--- src/verilog/cmd_pkg.sv ---
`default_nettype none

package cmd_pkg;

  // {write flag, 7-bit address, write data}.
  typedef logic [15:0] cmd_t;

  localparam int write_bit = 15;

  typedef logic [6:0] addr_t;

  localparam int num_ports = 2;

  typedef logic [$clog2(num_ports)-1:0] port_id_t;

endpackage

`default_nettype wire

--- src/verilog/uart_link_pkg.sv ---
`default_nettype none

package uart_link_pkg;

  // one serial payload.
  typedef logic [7:0] byte_t;

  localparam int data_bits = 8;

  // start, eight data bits, odd parity, stop.
  localparam int frame_bits = 11;

  // position within a frame, 0 is the start bit.
  typedef logic [3:0] bit_idx_t;

endpackage

`default_nettype wire
--- src/verilog/uart_cmd_top.sv ---
`timescale 1ns/1ps
`default_nettype none

module uart_cmd_top #(
  parameter int clks_per_bit = 8,
  parameter int gap_cycles   = 5,
  parameter int resp_timeout = 400
) (
  input  logic                 clk,
  input  logic                 rst_n,
  input  cmd_pkg::cmd_t        cmd_in_0,
  input  cmd_pkg::cmd_t        cmd_in_1,
  input  logic                 cmd_vld_0,
  input  logic                 cmd_vld_1,
  output logic                 cmd_ack_0,
  output logic                 cmd_ack_1,
  output logic                 read_rdy_0,
  output logic                 read_rdy_1,
  output logic                 read_err_0,
  output logic                 read_err_1,
  output uart_link_pkg::byte_t read_data_0,
  output uart_link_pkg::byte_t read_data_1,
  input  logic                 rx,
  output logic                 tx
);
  import uart_link_pkg::*;
  import cmd_pkg::*;

  logic  start;
  cmd_t  cmd;
  logic  busy;
  logic  done;
  logic  rd_valid;
  logic  rd_err;
  byte_t rd_byte;
  logic  tx_start;
  byte_t tx_byte;
  logic  tx_busy;
  logic  rx_done;
  byte_t rx_byte;
  logic  parity_err;
  logic  frame_err;

  cmd_arbiter arbiter_i (
    .clk         (clk),
    .rst_n       (rst_n),
    .cmd_in_0    (cmd_in_0),
    .cmd_in_1    (cmd_in_1),
    .cmd_vld_0   (cmd_vld_0),
    .cmd_vld_1   (cmd_vld_1),
    .cmd_ack_0   (cmd_ack_0),
    .cmd_ack_1   (cmd_ack_1),
    .busy        (busy),
    .start       (start),
    .cmd         (cmd),
    .done        (done),
    .rd_valid    (rd_valid),
    .rd_err      (rd_err),
    .rd_byte     (rd_byte),
    .read_rdy_0  (read_rdy_0),
    .read_rdy_1  (read_rdy_1),
    .read_err_0  (read_err_0),
    .read_err_1  (read_err_1),
    .read_data_0 (read_data_0),
    .read_data_1 (read_data_1)
  );

  uart_cmd_master #(
    .clks_per_bit (clks_per_bit),
    .gap_cycles   (gap_cycles),
    .resp_timeout (resp_timeout)
  ) master_i (
    .clk        (clk),
    .rst_n      (rst_n),
    .start      (start),
    .cmd        (cmd),
    .busy       (busy),
    .done       (done),
    .rd_valid   (rd_valid),
    .rd_err     (rd_err),
    .rd_byte    (rd_byte),
    .tx_start   (tx_start),
    .tx_byte    (tx_byte),
    .tx_busy    (tx_busy),
    .rx_done    (rx_done),
    .rx_byte    (rx_byte),
    .parity_err (parity_err),
    .frame_err  (frame_err)
  );

  uart_tx #(
    .clks_per_bit (clks_per_bit)
  ) tx_i (
    .clk      (clk),
    .rst_n    (rst_n),
    .tx_start (tx_start),
    .tx_byte  (tx_byte),
    .tx       (tx),
    .tx_busy  (tx_busy)
  );

  uart_rx #(
    .clks_per_bit (clks_per_bit)
  ) rx_i (
    .clk        (clk),
    .rst_n      (rst_n),
    .rx         (rx),
    .rx_done    (rx_done),
    .rx_byte    (rx_byte),
    .parity_err (parity_err),
    .frame_err  (frame_err)
  );

endmodule

`default_nettype wire

--- src/verilog/uart_cmd_master.sv ---
`timescale 1ns/1ps
`default_nettype none

module uart_cmd_master #(
  parameter int clks_per_bit = 8,
  parameter int gap_cycles   = 5,  // two or more for an exact gap.
  parameter int resp_timeout = 400
) (
  input  logic                 clk,
  input  logic                 rst_n,
  input  logic                 start,
  input  cmd_pkg::cmd_t        cmd,
  output logic                 busy,
  output logic                 done,
  output logic                 rd_valid,
  output logic                 rd_err,
  output uart_link_pkg::byte_t rd_byte,
  output logic                 tx_start,
  output uart_link_pkg::byte_t tx_byte,
  input  logic                 tx_busy,
  input  logic                 rx_done,
  input  uart_link_pkg::byte_t rx_byte,
  input  logic                 parity_err,
  input  logic                 frame_err
);
  import uart_link_pkg::*;
  import cmd_pkg::*;

  // a start bit seen within resp_timeout still needs its frame and the
  // receiver synchronizer before rx_done.
  localparam int reply_limit = resp_timeout + frame_bits * clks_per_bit + 4;
  localparam int gap_w       = $clog2(gap_cycles + 1);
  localparam int wait_w      = $clog2(reply_limit + 1);

  typedef enum logic [2:0] {
    st_idle,
    st_send_addr,
    st_gap,
    st_send_data,
    st_wait_reply,
    st_finish
  } state_t;

  state_t            state;
  logic              is_write_q;
  byte_t             data_q;
  logic              rd_valid_q;
  logic              rd_err_q;
  logic [gap_w-1:0]  gap_cnt;
  logic [wait_w-1:0] wait_cnt;
  addr_t             cmd_addr;
  logic              gap_last;
  logic              rx_bad;

  assign cmd_addr = cmd[write_bit-1 -: $bits(addr_t)];
  assign gap_last = (gap_cnt >= gap_w'(gap_cycles - 1));
  assign rx_bad   = parity_err || frame_err;

  assign busy     = (state != st_idle);
  assign done     = (state == st_finish);
  assign rd_valid = done && rd_valid_q;
  assign rd_err   = done && rd_err_q;

  // the address frame leaves in the grant cycle, the data frame at gap end.
  assign tx_start = (state == st_idle && start) || (state == st_gap && gap_last);
  assign tx_byte  = (state == st_idle) ? {cmd[write_bit], cmd_addr} : data_q;

  always_ff @(posedge clk or negedge rst_n)
  begin
    if (!rst_n)
    begin
      state      <= st_idle;
      gap_cnt    <= '0;
      wait_cnt   <= '0;
      rd_valid_q <= 1'b0;
      rd_err_q   <= 1'b0;
    end
    else
    begin
      case (state)
        st_idle:
        begin
          if (start)
          begin
            rd_valid_q <= 1'b0;
            rd_err_q   <= 1'b0;
            state      <= st_send_addr;
          end
        end
        st_send_addr:
        begin
          if (!tx_busy)
          begin
            gap_cnt  <= gap_w'(1);  // this cycle is the first idle one.
            wait_cnt <= '0;
            state    <= is_write_q ? st_gap : st_wait_reply;
          end
        end
        st_gap:
        begin
          if (gap_last)
            state <= st_send_data;
          else
            gap_cnt <= gap_cnt + 1'b1;
        end
        st_send_data:
        begin
          if (!tx_busy)
            state <= st_finish;
        end
        st_wait_reply:
        begin
          if (rx_done)
          begin
            rd_valid_q <= !rx_bad;
            rd_err_q   <= rx_bad;
            state      <= st_finish;
          end
          else if (wait_cnt == wait_w'(reply_limit - 1))
          begin
            rd_err_q <= 1'b1;  // device stayed silent.
            state    <= st_finish;
          end
          else
            wait_cnt <= wait_cnt + 1'b1;
        end
        st_finish:
          state <= st_idle;
        default:
          state <= st_idle;
      endcase
    end
  end

  always_ff @(posedge clk)
  begin
    if (state == st_idle && start)
    begin
      is_write_q <= cmd[write_bit];
      data_q     <= cmd[$bits(byte_t)-1:0];
    end
    if (state == st_wait_reply && rx_done)
      rd_byte <= rx_byte;
  end

endmodule

`default_nettype wire

--- src/verilog/cmd_arbiter.sv ---
`timescale 1ns/1ps
`default_nettype none

module cmd_arbiter (
  input  logic                 clk,
  input  logic                 rst_n,
  input  cmd_pkg::cmd_t        cmd_in_0,
  input  cmd_pkg::cmd_t        cmd_in_1,
  input  logic                 cmd_vld_0,
  input  logic                 cmd_vld_1,
  output logic                 cmd_ack_0,
  output logic                 cmd_ack_1,
  input  logic                 busy,
  output logic                 start,
  output cmd_pkg::cmd_t        cmd,
  input  logic                 done,
  input  logic                 rd_valid,
  input  logic                 rd_err,
  input  uart_link_pkg::byte_t rd_byte,
  output logic                 read_rdy_0,
  output logic                 read_rdy_1,
  output logic                 read_err_0,
  output logic                 read_err_1,
  output uart_link_pkg::byte_t read_data_0,
  output uart_link_pkg::byte_t read_data_1
);
  import cmd_pkg::*;

  port_id_t prio;  // port that wins the next tie.
  port_id_t owner;
  port_id_t grant_id;

  always_comb
  begin
    if (prio == port_id_t'(0))
      grant_id = cmd_vld_0 ? port_id_t'(0) : port_id_t'(1);
    else
      grant_id = cmd_vld_1 ? port_id_t'(1) : port_id_t'(0);
  end

  assign start     = !busy && (cmd_vld_0 || cmd_vld_1);
  assign cmd_ack_0 = start && (grant_id == port_id_t'(0));
  assign cmd_ack_1 = start && (grant_id == port_id_t'(1));
  assign cmd       = (grant_id == port_id_t'(1)) ? cmd_in_1 : cmd_in_0;

  always_ff @(posedge clk or negedge rst_n)
  begin
    if (!rst_n)
    begin
      prio  <= '0;
      owner <= '0;
    end
    else if (start)
    begin
      owner <= grant_id;
      prio  <= (grant_id == port_id_t'(num_ports - 1)) ? '0 : grant_id + 1'b1;
    end
  end

  // results go back to the port that issued the command.
  always_ff @(posedge clk or negedge rst_n)
  begin
    if (!rst_n)
    begin
      read_rdy_0 <= 1'b0;
      read_rdy_1 <= 1'b0;
      read_err_0 <= 1'b0;
      read_err_1 <= 1'b0;
    end
    else
    begin
      read_rdy_0 <= done && rd_valid && (owner == port_id_t'(0));
      read_rdy_1 <= done && rd_valid && (owner == port_id_t'(1));
      read_err_0 <= done && rd_err && (owner == port_id_t'(0));
      read_err_1 <= done && rd_err && (owner == port_id_t'(1));
    end
  end

  always_ff @(posedge clk)
  begin
    if (done && rd_valid && owner == port_id_t'(0))
      read_data_0 <= rd_byte;
    if (done && rd_valid && owner == port_id_t'(1))
      read_data_1 <= rd_byte;
  end

endmodule

`default_nettype wire

--- src/verilog/uart_rx.sv ---
`timescale 1ns/1ps
`default_nettype none

module uart_rx #(
  parameter int clks_per_bit = 8
) (
  input  logic                 clk,
  input  logic                 rst_n,
  input  logic                 rx,
  output logic                 rx_done,
  output uart_link_pkg::byte_t rx_byte,
  output logic                 parity_err,
  output logic                 frame_err
);
  import uart_link_pkg::*;

  localparam int cnt_w    = $clog2(clks_per_bit + 1);
  localparam int half_bit = clks_per_bit / 2;

  logic             rx_meta;
  logic             rx_sync;
  logic             rx_prev;
  logic             active;
  logic [cnt_w-1:0] baud_cnt;
  logic [cnt_w-1:0] sample_at;
  bit_idx_t         bit_idx;
  byte_t            shift_q;
  logic             par_q;
  logic             sample;

  always_ff @(posedge clk or negedge rst_n)
  begin
    if (!rst_n)
    begin
      rx_meta <= 1'b1;
      rx_sync <= 1'b1;
      rx_prev <= 1'b1;
    end
    else
    begin
      rx_meta <= rx;
      rx_sync <= rx_meta;
      rx_prev <= rx_sync;
    end
  end

  // the start bit is checked at half a bit time, the rest a full bit apart.
  assign sample_at = (bit_idx == '0) ? cnt_w'(half_bit - 1) : cnt_w'(clks_per_bit - 1);
  assign sample    = active && (baud_cnt == sample_at);

  always_ff @(posedge clk or negedge rst_n)
  begin
    if (!rst_n)
    begin
      active     <= 1'b0;
      baud_cnt   <= '0;
      bit_idx    <= '0;
      rx_done    <= 1'b0;
      parity_err <= 1'b0;
      frame_err  <= 1'b0;
    end
    else
    begin
      rx_done <= 1'b0;
      if (!active)
      begin
        baud_cnt <= '0;
        bit_idx  <= '0;
        if (rx_prev && !rx_sync)
          active <= 1'b1;
      end
      else if (sample)
      begin
        baud_cnt <= '0;
        bit_idx  <= bit_idx + 1'b1;
        if (bit_idx == '0)
        begin
          if (rx_sync)
            active <= 1'b0;  // glitch, not a start bit.
        end
        else if (bit_idx == bit_idx_t'(frame_bits - 1))
        begin
          active     <= 1'b0;
          rx_done    <= 1'b1;
          parity_err <= ~^{shift_q, par_q};
          frame_err  <= ~rx_sync;
        end
      end
      else
        baud_cnt <= baud_cnt + 1'b1;
    end
  end

  always_ff @(posedge clk)
  begin
    if (sample && bit_idx != '0 && bit_idx <= bit_idx_t'(data_bits))
      shift_q <= {rx_sync, shift_q[data_bits-1:1]};  // lsb arrives first.
    if (sample && bit_idx == bit_idx_t'(data_bits + 1))
      par_q <= rx_sync;
    if (sample && bit_idx == bit_idx_t'(frame_bits - 1))
      rx_byte <= shift_q;
  end

endmodule

`default_nettype wire

--- src/verilog/uart_tx.sv ---
`timescale 1ns/1ps
`default_nettype none

module uart_tx #(
  parameter int clks_per_bit = 8
) (
  input  logic                 clk,
  input  logic                 rst_n,
  input  logic                 tx_start,
  input  uart_link_pkg::byte_t tx_byte,
  output logic                 tx,
  output logic                 tx_busy
);
  import uart_link_pkg::*;

  localparam int cnt_w = $clog2(clks_per_bit + 1);

  logic [cnt_w-1:0] baud_cnt;
  bit_idx_t         bit_idx;
  byte_t            data_q;
  logic             bit_end;
  logic             next_bit;

  assign bit_end = (baud_cnt == cnt_w'(clks_per_bit - 1));

  // level of the bit that follows the current one.
  always_comb
  begin
    next_bit = 1'b1;
    if (bit_idx < bit_idx_t'(data_bits))
      next_bit = data_q[bit_idx[$clog2(data_bits)-1:0]];
    else if (bit_idx == bit_idx_t'(data_bits))
      next_bit = ~^data_q;  // odd parity.
  end

  always_ff @(posedge clk or negedge rst_n)
  begin
    if (!rst_n)
    begin
      tx_busy  <= 1'b0;
      tx       <= 1'b1;
      baud_cnt <= '0;
      bit_idx  <= '0;
    end
    else if (!tx_busy)
    begin
      baud_cnt <= '0;
      bit_idx  <= '0;
      if (tx_start)
      begin
        tx_busy <= 1'b1;
        tx      <= 1'b0;  // start bit.
      end
    end
    else if (bit_end)
    begin
      baud_cnt <= '0;
      if (bit_idx == bit_idx_t'(frame_bits - 1))
        tx_busy <= 1'b0;  // line is left high by the stop bit.
      else
      begin
        bit_idx <= bit_idx + 1'b1;
        tx      <= next_bit;
      end
    end
    else
      baud_cnt <= baud_cnt + 1'b1;
  end

  always_ff @(posedge clk)
  begin
    if (tx_start && !tx_busy)
      data_q <= tx_byte;
  end

endmodule

`default_nettype wire

--- config.mk ---
export PLATFORM = sky130hd
export DESIGN_NAME = uart_cmd_top
export DESIGN_NICKNAME = d
export VERILOG_FILES = /design/src/verilog/cmd_pkg.sv /design/src/verilog/uart_link_pkg.sv /design/src/verilog/uart_cmd_top.sv /design/src/verilog/uart_cmd_master.sv /design/src/verilog/cmd_arbiter.sv /design/src/verilog/uart_rx.sv /design/src/verilog/uart_tx.sv
export SDC_FILE = /design/constraint.sdc
export NUM_CORES = 1
export LEC_CHECK = 0
export BUFFER_PORTS_ARGS = -buffer_cell sky130_fd_sc_hd__buf_2
export CORE_MARGIN = 1
export CORE_UTILIZATION = 55
export DETAILED_ROUTE_END_ITERATION = 7
export GPL_TIMING_DRIVEN = 0
export PLACE_DENSITY = 0.86
export SYNTH_ARGS = -nofsm -noshare
export SYNTH_HDL_FRONTEND = slang
export SYNTH_HIERARCHICAL = 1
export SYNTH_SLANG_ARGS = --single-unit
--- constraint.sdc ---
create_clock -name clk -period 7 [get_ports clk]
set_clock_uncertainty 0.2 [all_clocks]
set_input_delay 1.4 -clock clk [delete_from_list [all_inputs] [get_ports clk]]
set_output_delay 1.4 -clock clk [all_outputs]
set_load 0.02 [all_outputs]
==> results.toml <==
[grt]
grt_max_degree = 49
gr-total-overflow = 0
vias_in_the_first_global_route = 2947
grtUsageTotal = 0.2034
grt_antenna_before_repair = 0
grt_pass1_wl_mm = 13.75

[route]
drt_first_iter_violations = 255
routed_wirelength_mm = 8.588
first_pass_iters = 4
post_detailed_route_drc_marker_count = 0
routedWlPerCell_um = 16.39
via_count = 2946
avgViaCountPerCell = 5.622
route.antenna.remaining_nets = 0

[cts]
clockBufferDepth = 2
tritoncts = "done"
clock_insertion_delay_worst_skew_ps = 360
cts_repair_resize_count = 0
clock_sinks = 106
cts_max_level = 3
ctsRootBufferMaster = "clkbuf_8"
cts-hold-fix-buffers = 0
path_clk_slew_ps = 110
cts-buffers-inserted = 9
post_cts_buffers = 0

[run]
drv.max_cap_violation_count = 0

[synth]
syn-instance-count = 344
synth_top_flop_cell = "edfxtp_1"
yosys_warnings = 6
seq_area_frac_synth = 0.6176
syn-mean-instance-area_um2 = 13.88
synth.cell_area_um2 = 4773
synthArstFlopShare = 0.4528
synthesis.nets = 392
count_of_flip_flops_with_a_built_in_enable_after_synthesis = 58
synth.lib_cells_used.distinct = 55
ys_ff_latch = 106

[worst_setup_path]
start_kind = "register"
timing.rr.start = "master_i/state[0]"
cp-end-kind = "output pin"
cp.arrival_ps = 2470
worst-path-max-fanout = 10
r2r.worst_path.cells = 6
setup.worst_path.class = "register to output pin"
critPathLaunch = "master_i/state[0]"
cp_data_required_time_ps = 5400

[sta]
max_slew.worst_pin.slew_ps = 1140
grt_setup_unrepaired = "false"
finalSetupTns_ps = 0
timing.slew.headroom = 0.2295
post_layout_minimum_cycle_time_ps = 4066
hold_viol = 0
timing_max_transition_violations_final = 0
setup_viol_count_final = 0
max_clock_freq_ghz = 0.2460
layout_worst_path_cycle_share = 0.5808

[placed_design]
place_hpwl_mm = 6.340
place_inst = 508
port_buffers = 59
globalplace.congestion = 0.8210

[layout]
final_cell_mix = "buf_2 (60), edfxtp_1 (58), dfrtp_1 (44)"
layout.cells.most_common = "buf_2"
layout.nets = 462
post_route_cells_drive_above_1_share = 0.2768
final_cells = 524
area_growth_syn_to_layout_pct = 13.21
antenna_cells_inserted = 0

[power]
p_leak_nw = 2.201
worst_ir_drop_vdd_v = 0.0002067
cellPowerDensity_nw_per_um2 = 230.2

[hold_path]
min_path_type = "register to register"
hold_path_depth = 0
hold_start = "rx_i/rx_meta"

[die]
initial_core_utilization = 0.5752
coreArea_um2 = 8299
io-pin-count = 60
number_of_placement_rows = 33
die_x_um = 95.16
floorplan.die_area_um2 = 9055
die_height_um = 95.16

[run_status]
status = "completed"
-- state kept, by name (all words and copies together) (netlist names), 3 cells and up --
name,count
arbiter_i/read_data_0,8
arbiter_i/read_data_1,8
master_i/data_q,8
master_i/gap_cnt,3
master_i/rd_byte,8
master_i/state,3
master_i/wait_cnt,9
rx_i/baud_cnt,4
rx_i/bit_idx,4
rx_i/rx_byte,8
rx_i/shift_q,8
tx_i/baud_cnt,4
tx_i/bit_idx,4
tx_i/data_q,8
-- through the flow --
step / cell area, µm² / total power, mW / hold WS (ps) / utilization / setup slack (ps)
3_3_place_gp: 5200 / 0.8812 / 146.1 / 0.6266 / 3430
3_5_place_dp: 5200 / 0.8937 / 155.7 / 0.6266 / 3361
2_1_floorplan: 4773 / 0.8411 / 145.2 / - / 3562
4_1_cts: 5404 / 1.254 / 171.9 / 0.6511 / 2946
6_report: 5404 / 1.244 / 171.2 / 0.6511 / 2934
5_1_grt: 5404 / 1.302 / 172.6 / 0.6511 / 2729
-- cells by family (layout without fill, tap and decap cells) --
group / Yosys count / count (layout) / share of synthesized area
flops: 106 / 106 / 0.6176
compound gates: 49 / 49 / 0.06291
simple gates: 97 / 97 / 0.1311
fa+ha+maj: 11 / 11 / 0.02883
xor+xnor: 22 / 22 / 0.04325
mux: 34 / 34 / 0.09253
buf+inv: 25 / 100 / 0.02385
-- cells in the mapped netlist (all sizes together), types with 2 or more instances --
library cell   n  area (µm²)
a21oi         19       95.09
and2           7       43.79
and3           3       18.77
and4           2       17.52
and4b          3       31.28
buf            3       31.27
clkbuf         6       22.52
dfrtp         44        1101
dfstp          4       105.1
edfxtp        58        1742
ha            11       137.6
inv           16       60.06
mux2          25       319.0
mux2i          7       70.07
mux4           2       52.55
nand2         14       52.55
nand2b         5       33.78
nand3          9       45.04
nand3b         2       15.01
nand4          3       18.77
nand4b         5       43.79
nor2          11       41.29
nor2b          6       37.54
nor3           5       30.03
nor3b          5       48.80
nor4b          3       26.28
o21ai         14       81.33
o31ai          7       52.55
or3            2       12.51
or4            6       45.04
or4b           3       33.78
xnor2         16       140.1
xor2           5       43.79
-- layer usage --
layer  vias up  share of wire  track usage
li1       1410              -            -
met1      1435           0.41       0.2450
met2        86           0.52       0.3565
met3        15          0.047      0.04386
met4         0          0.020      0.07702
met5         -              0            0
-- worst max-delay path: stages (launching register included) --
cell and delay, ps:
dfrtp_1 470, clkbuf_1 260, nor3_2 650, inv_1 140
nand2b_1 190, a21oi_1 180, buf_2 200
-- path summary, 6_finish.rpt --
kind	end	slack, ps
max in group asynchronous	arbiter_i/read_rdy_1	4930
worst min-delay path	rx_i/rx_sync	170
worst max register to register	master_i/data_q[4]	3730
worst max-delay path	cmd_ack_1	2930
worst min register to register	rx_i/rx_sync	170
min in group asynchronous	rx_i/active	1020
-- power breakdown --
group	total, mW	switching, mW	internal, mW	leakage, nW
Combinational	0.172	0.0961	0.0756	0.970
Clock	0.364	0.222	0.142	0.0994
Sequential	0.708	0.0236	0.685	1.13
-- final cells by class --
cell class | instances | area, µm²
fill | 589 | 2895
clock buffer | 9 | 123.9
tap | 105 | 131.4
inverter | 16 | 60.06
clock inverter | 7 | 80.08
multi-input combinational | 213 | 1712
buffer | 9 | 53.80
sequential | 106 | 2948
timing repair buffer | 59 | 295.3
(Power assumes the default switching activity.)
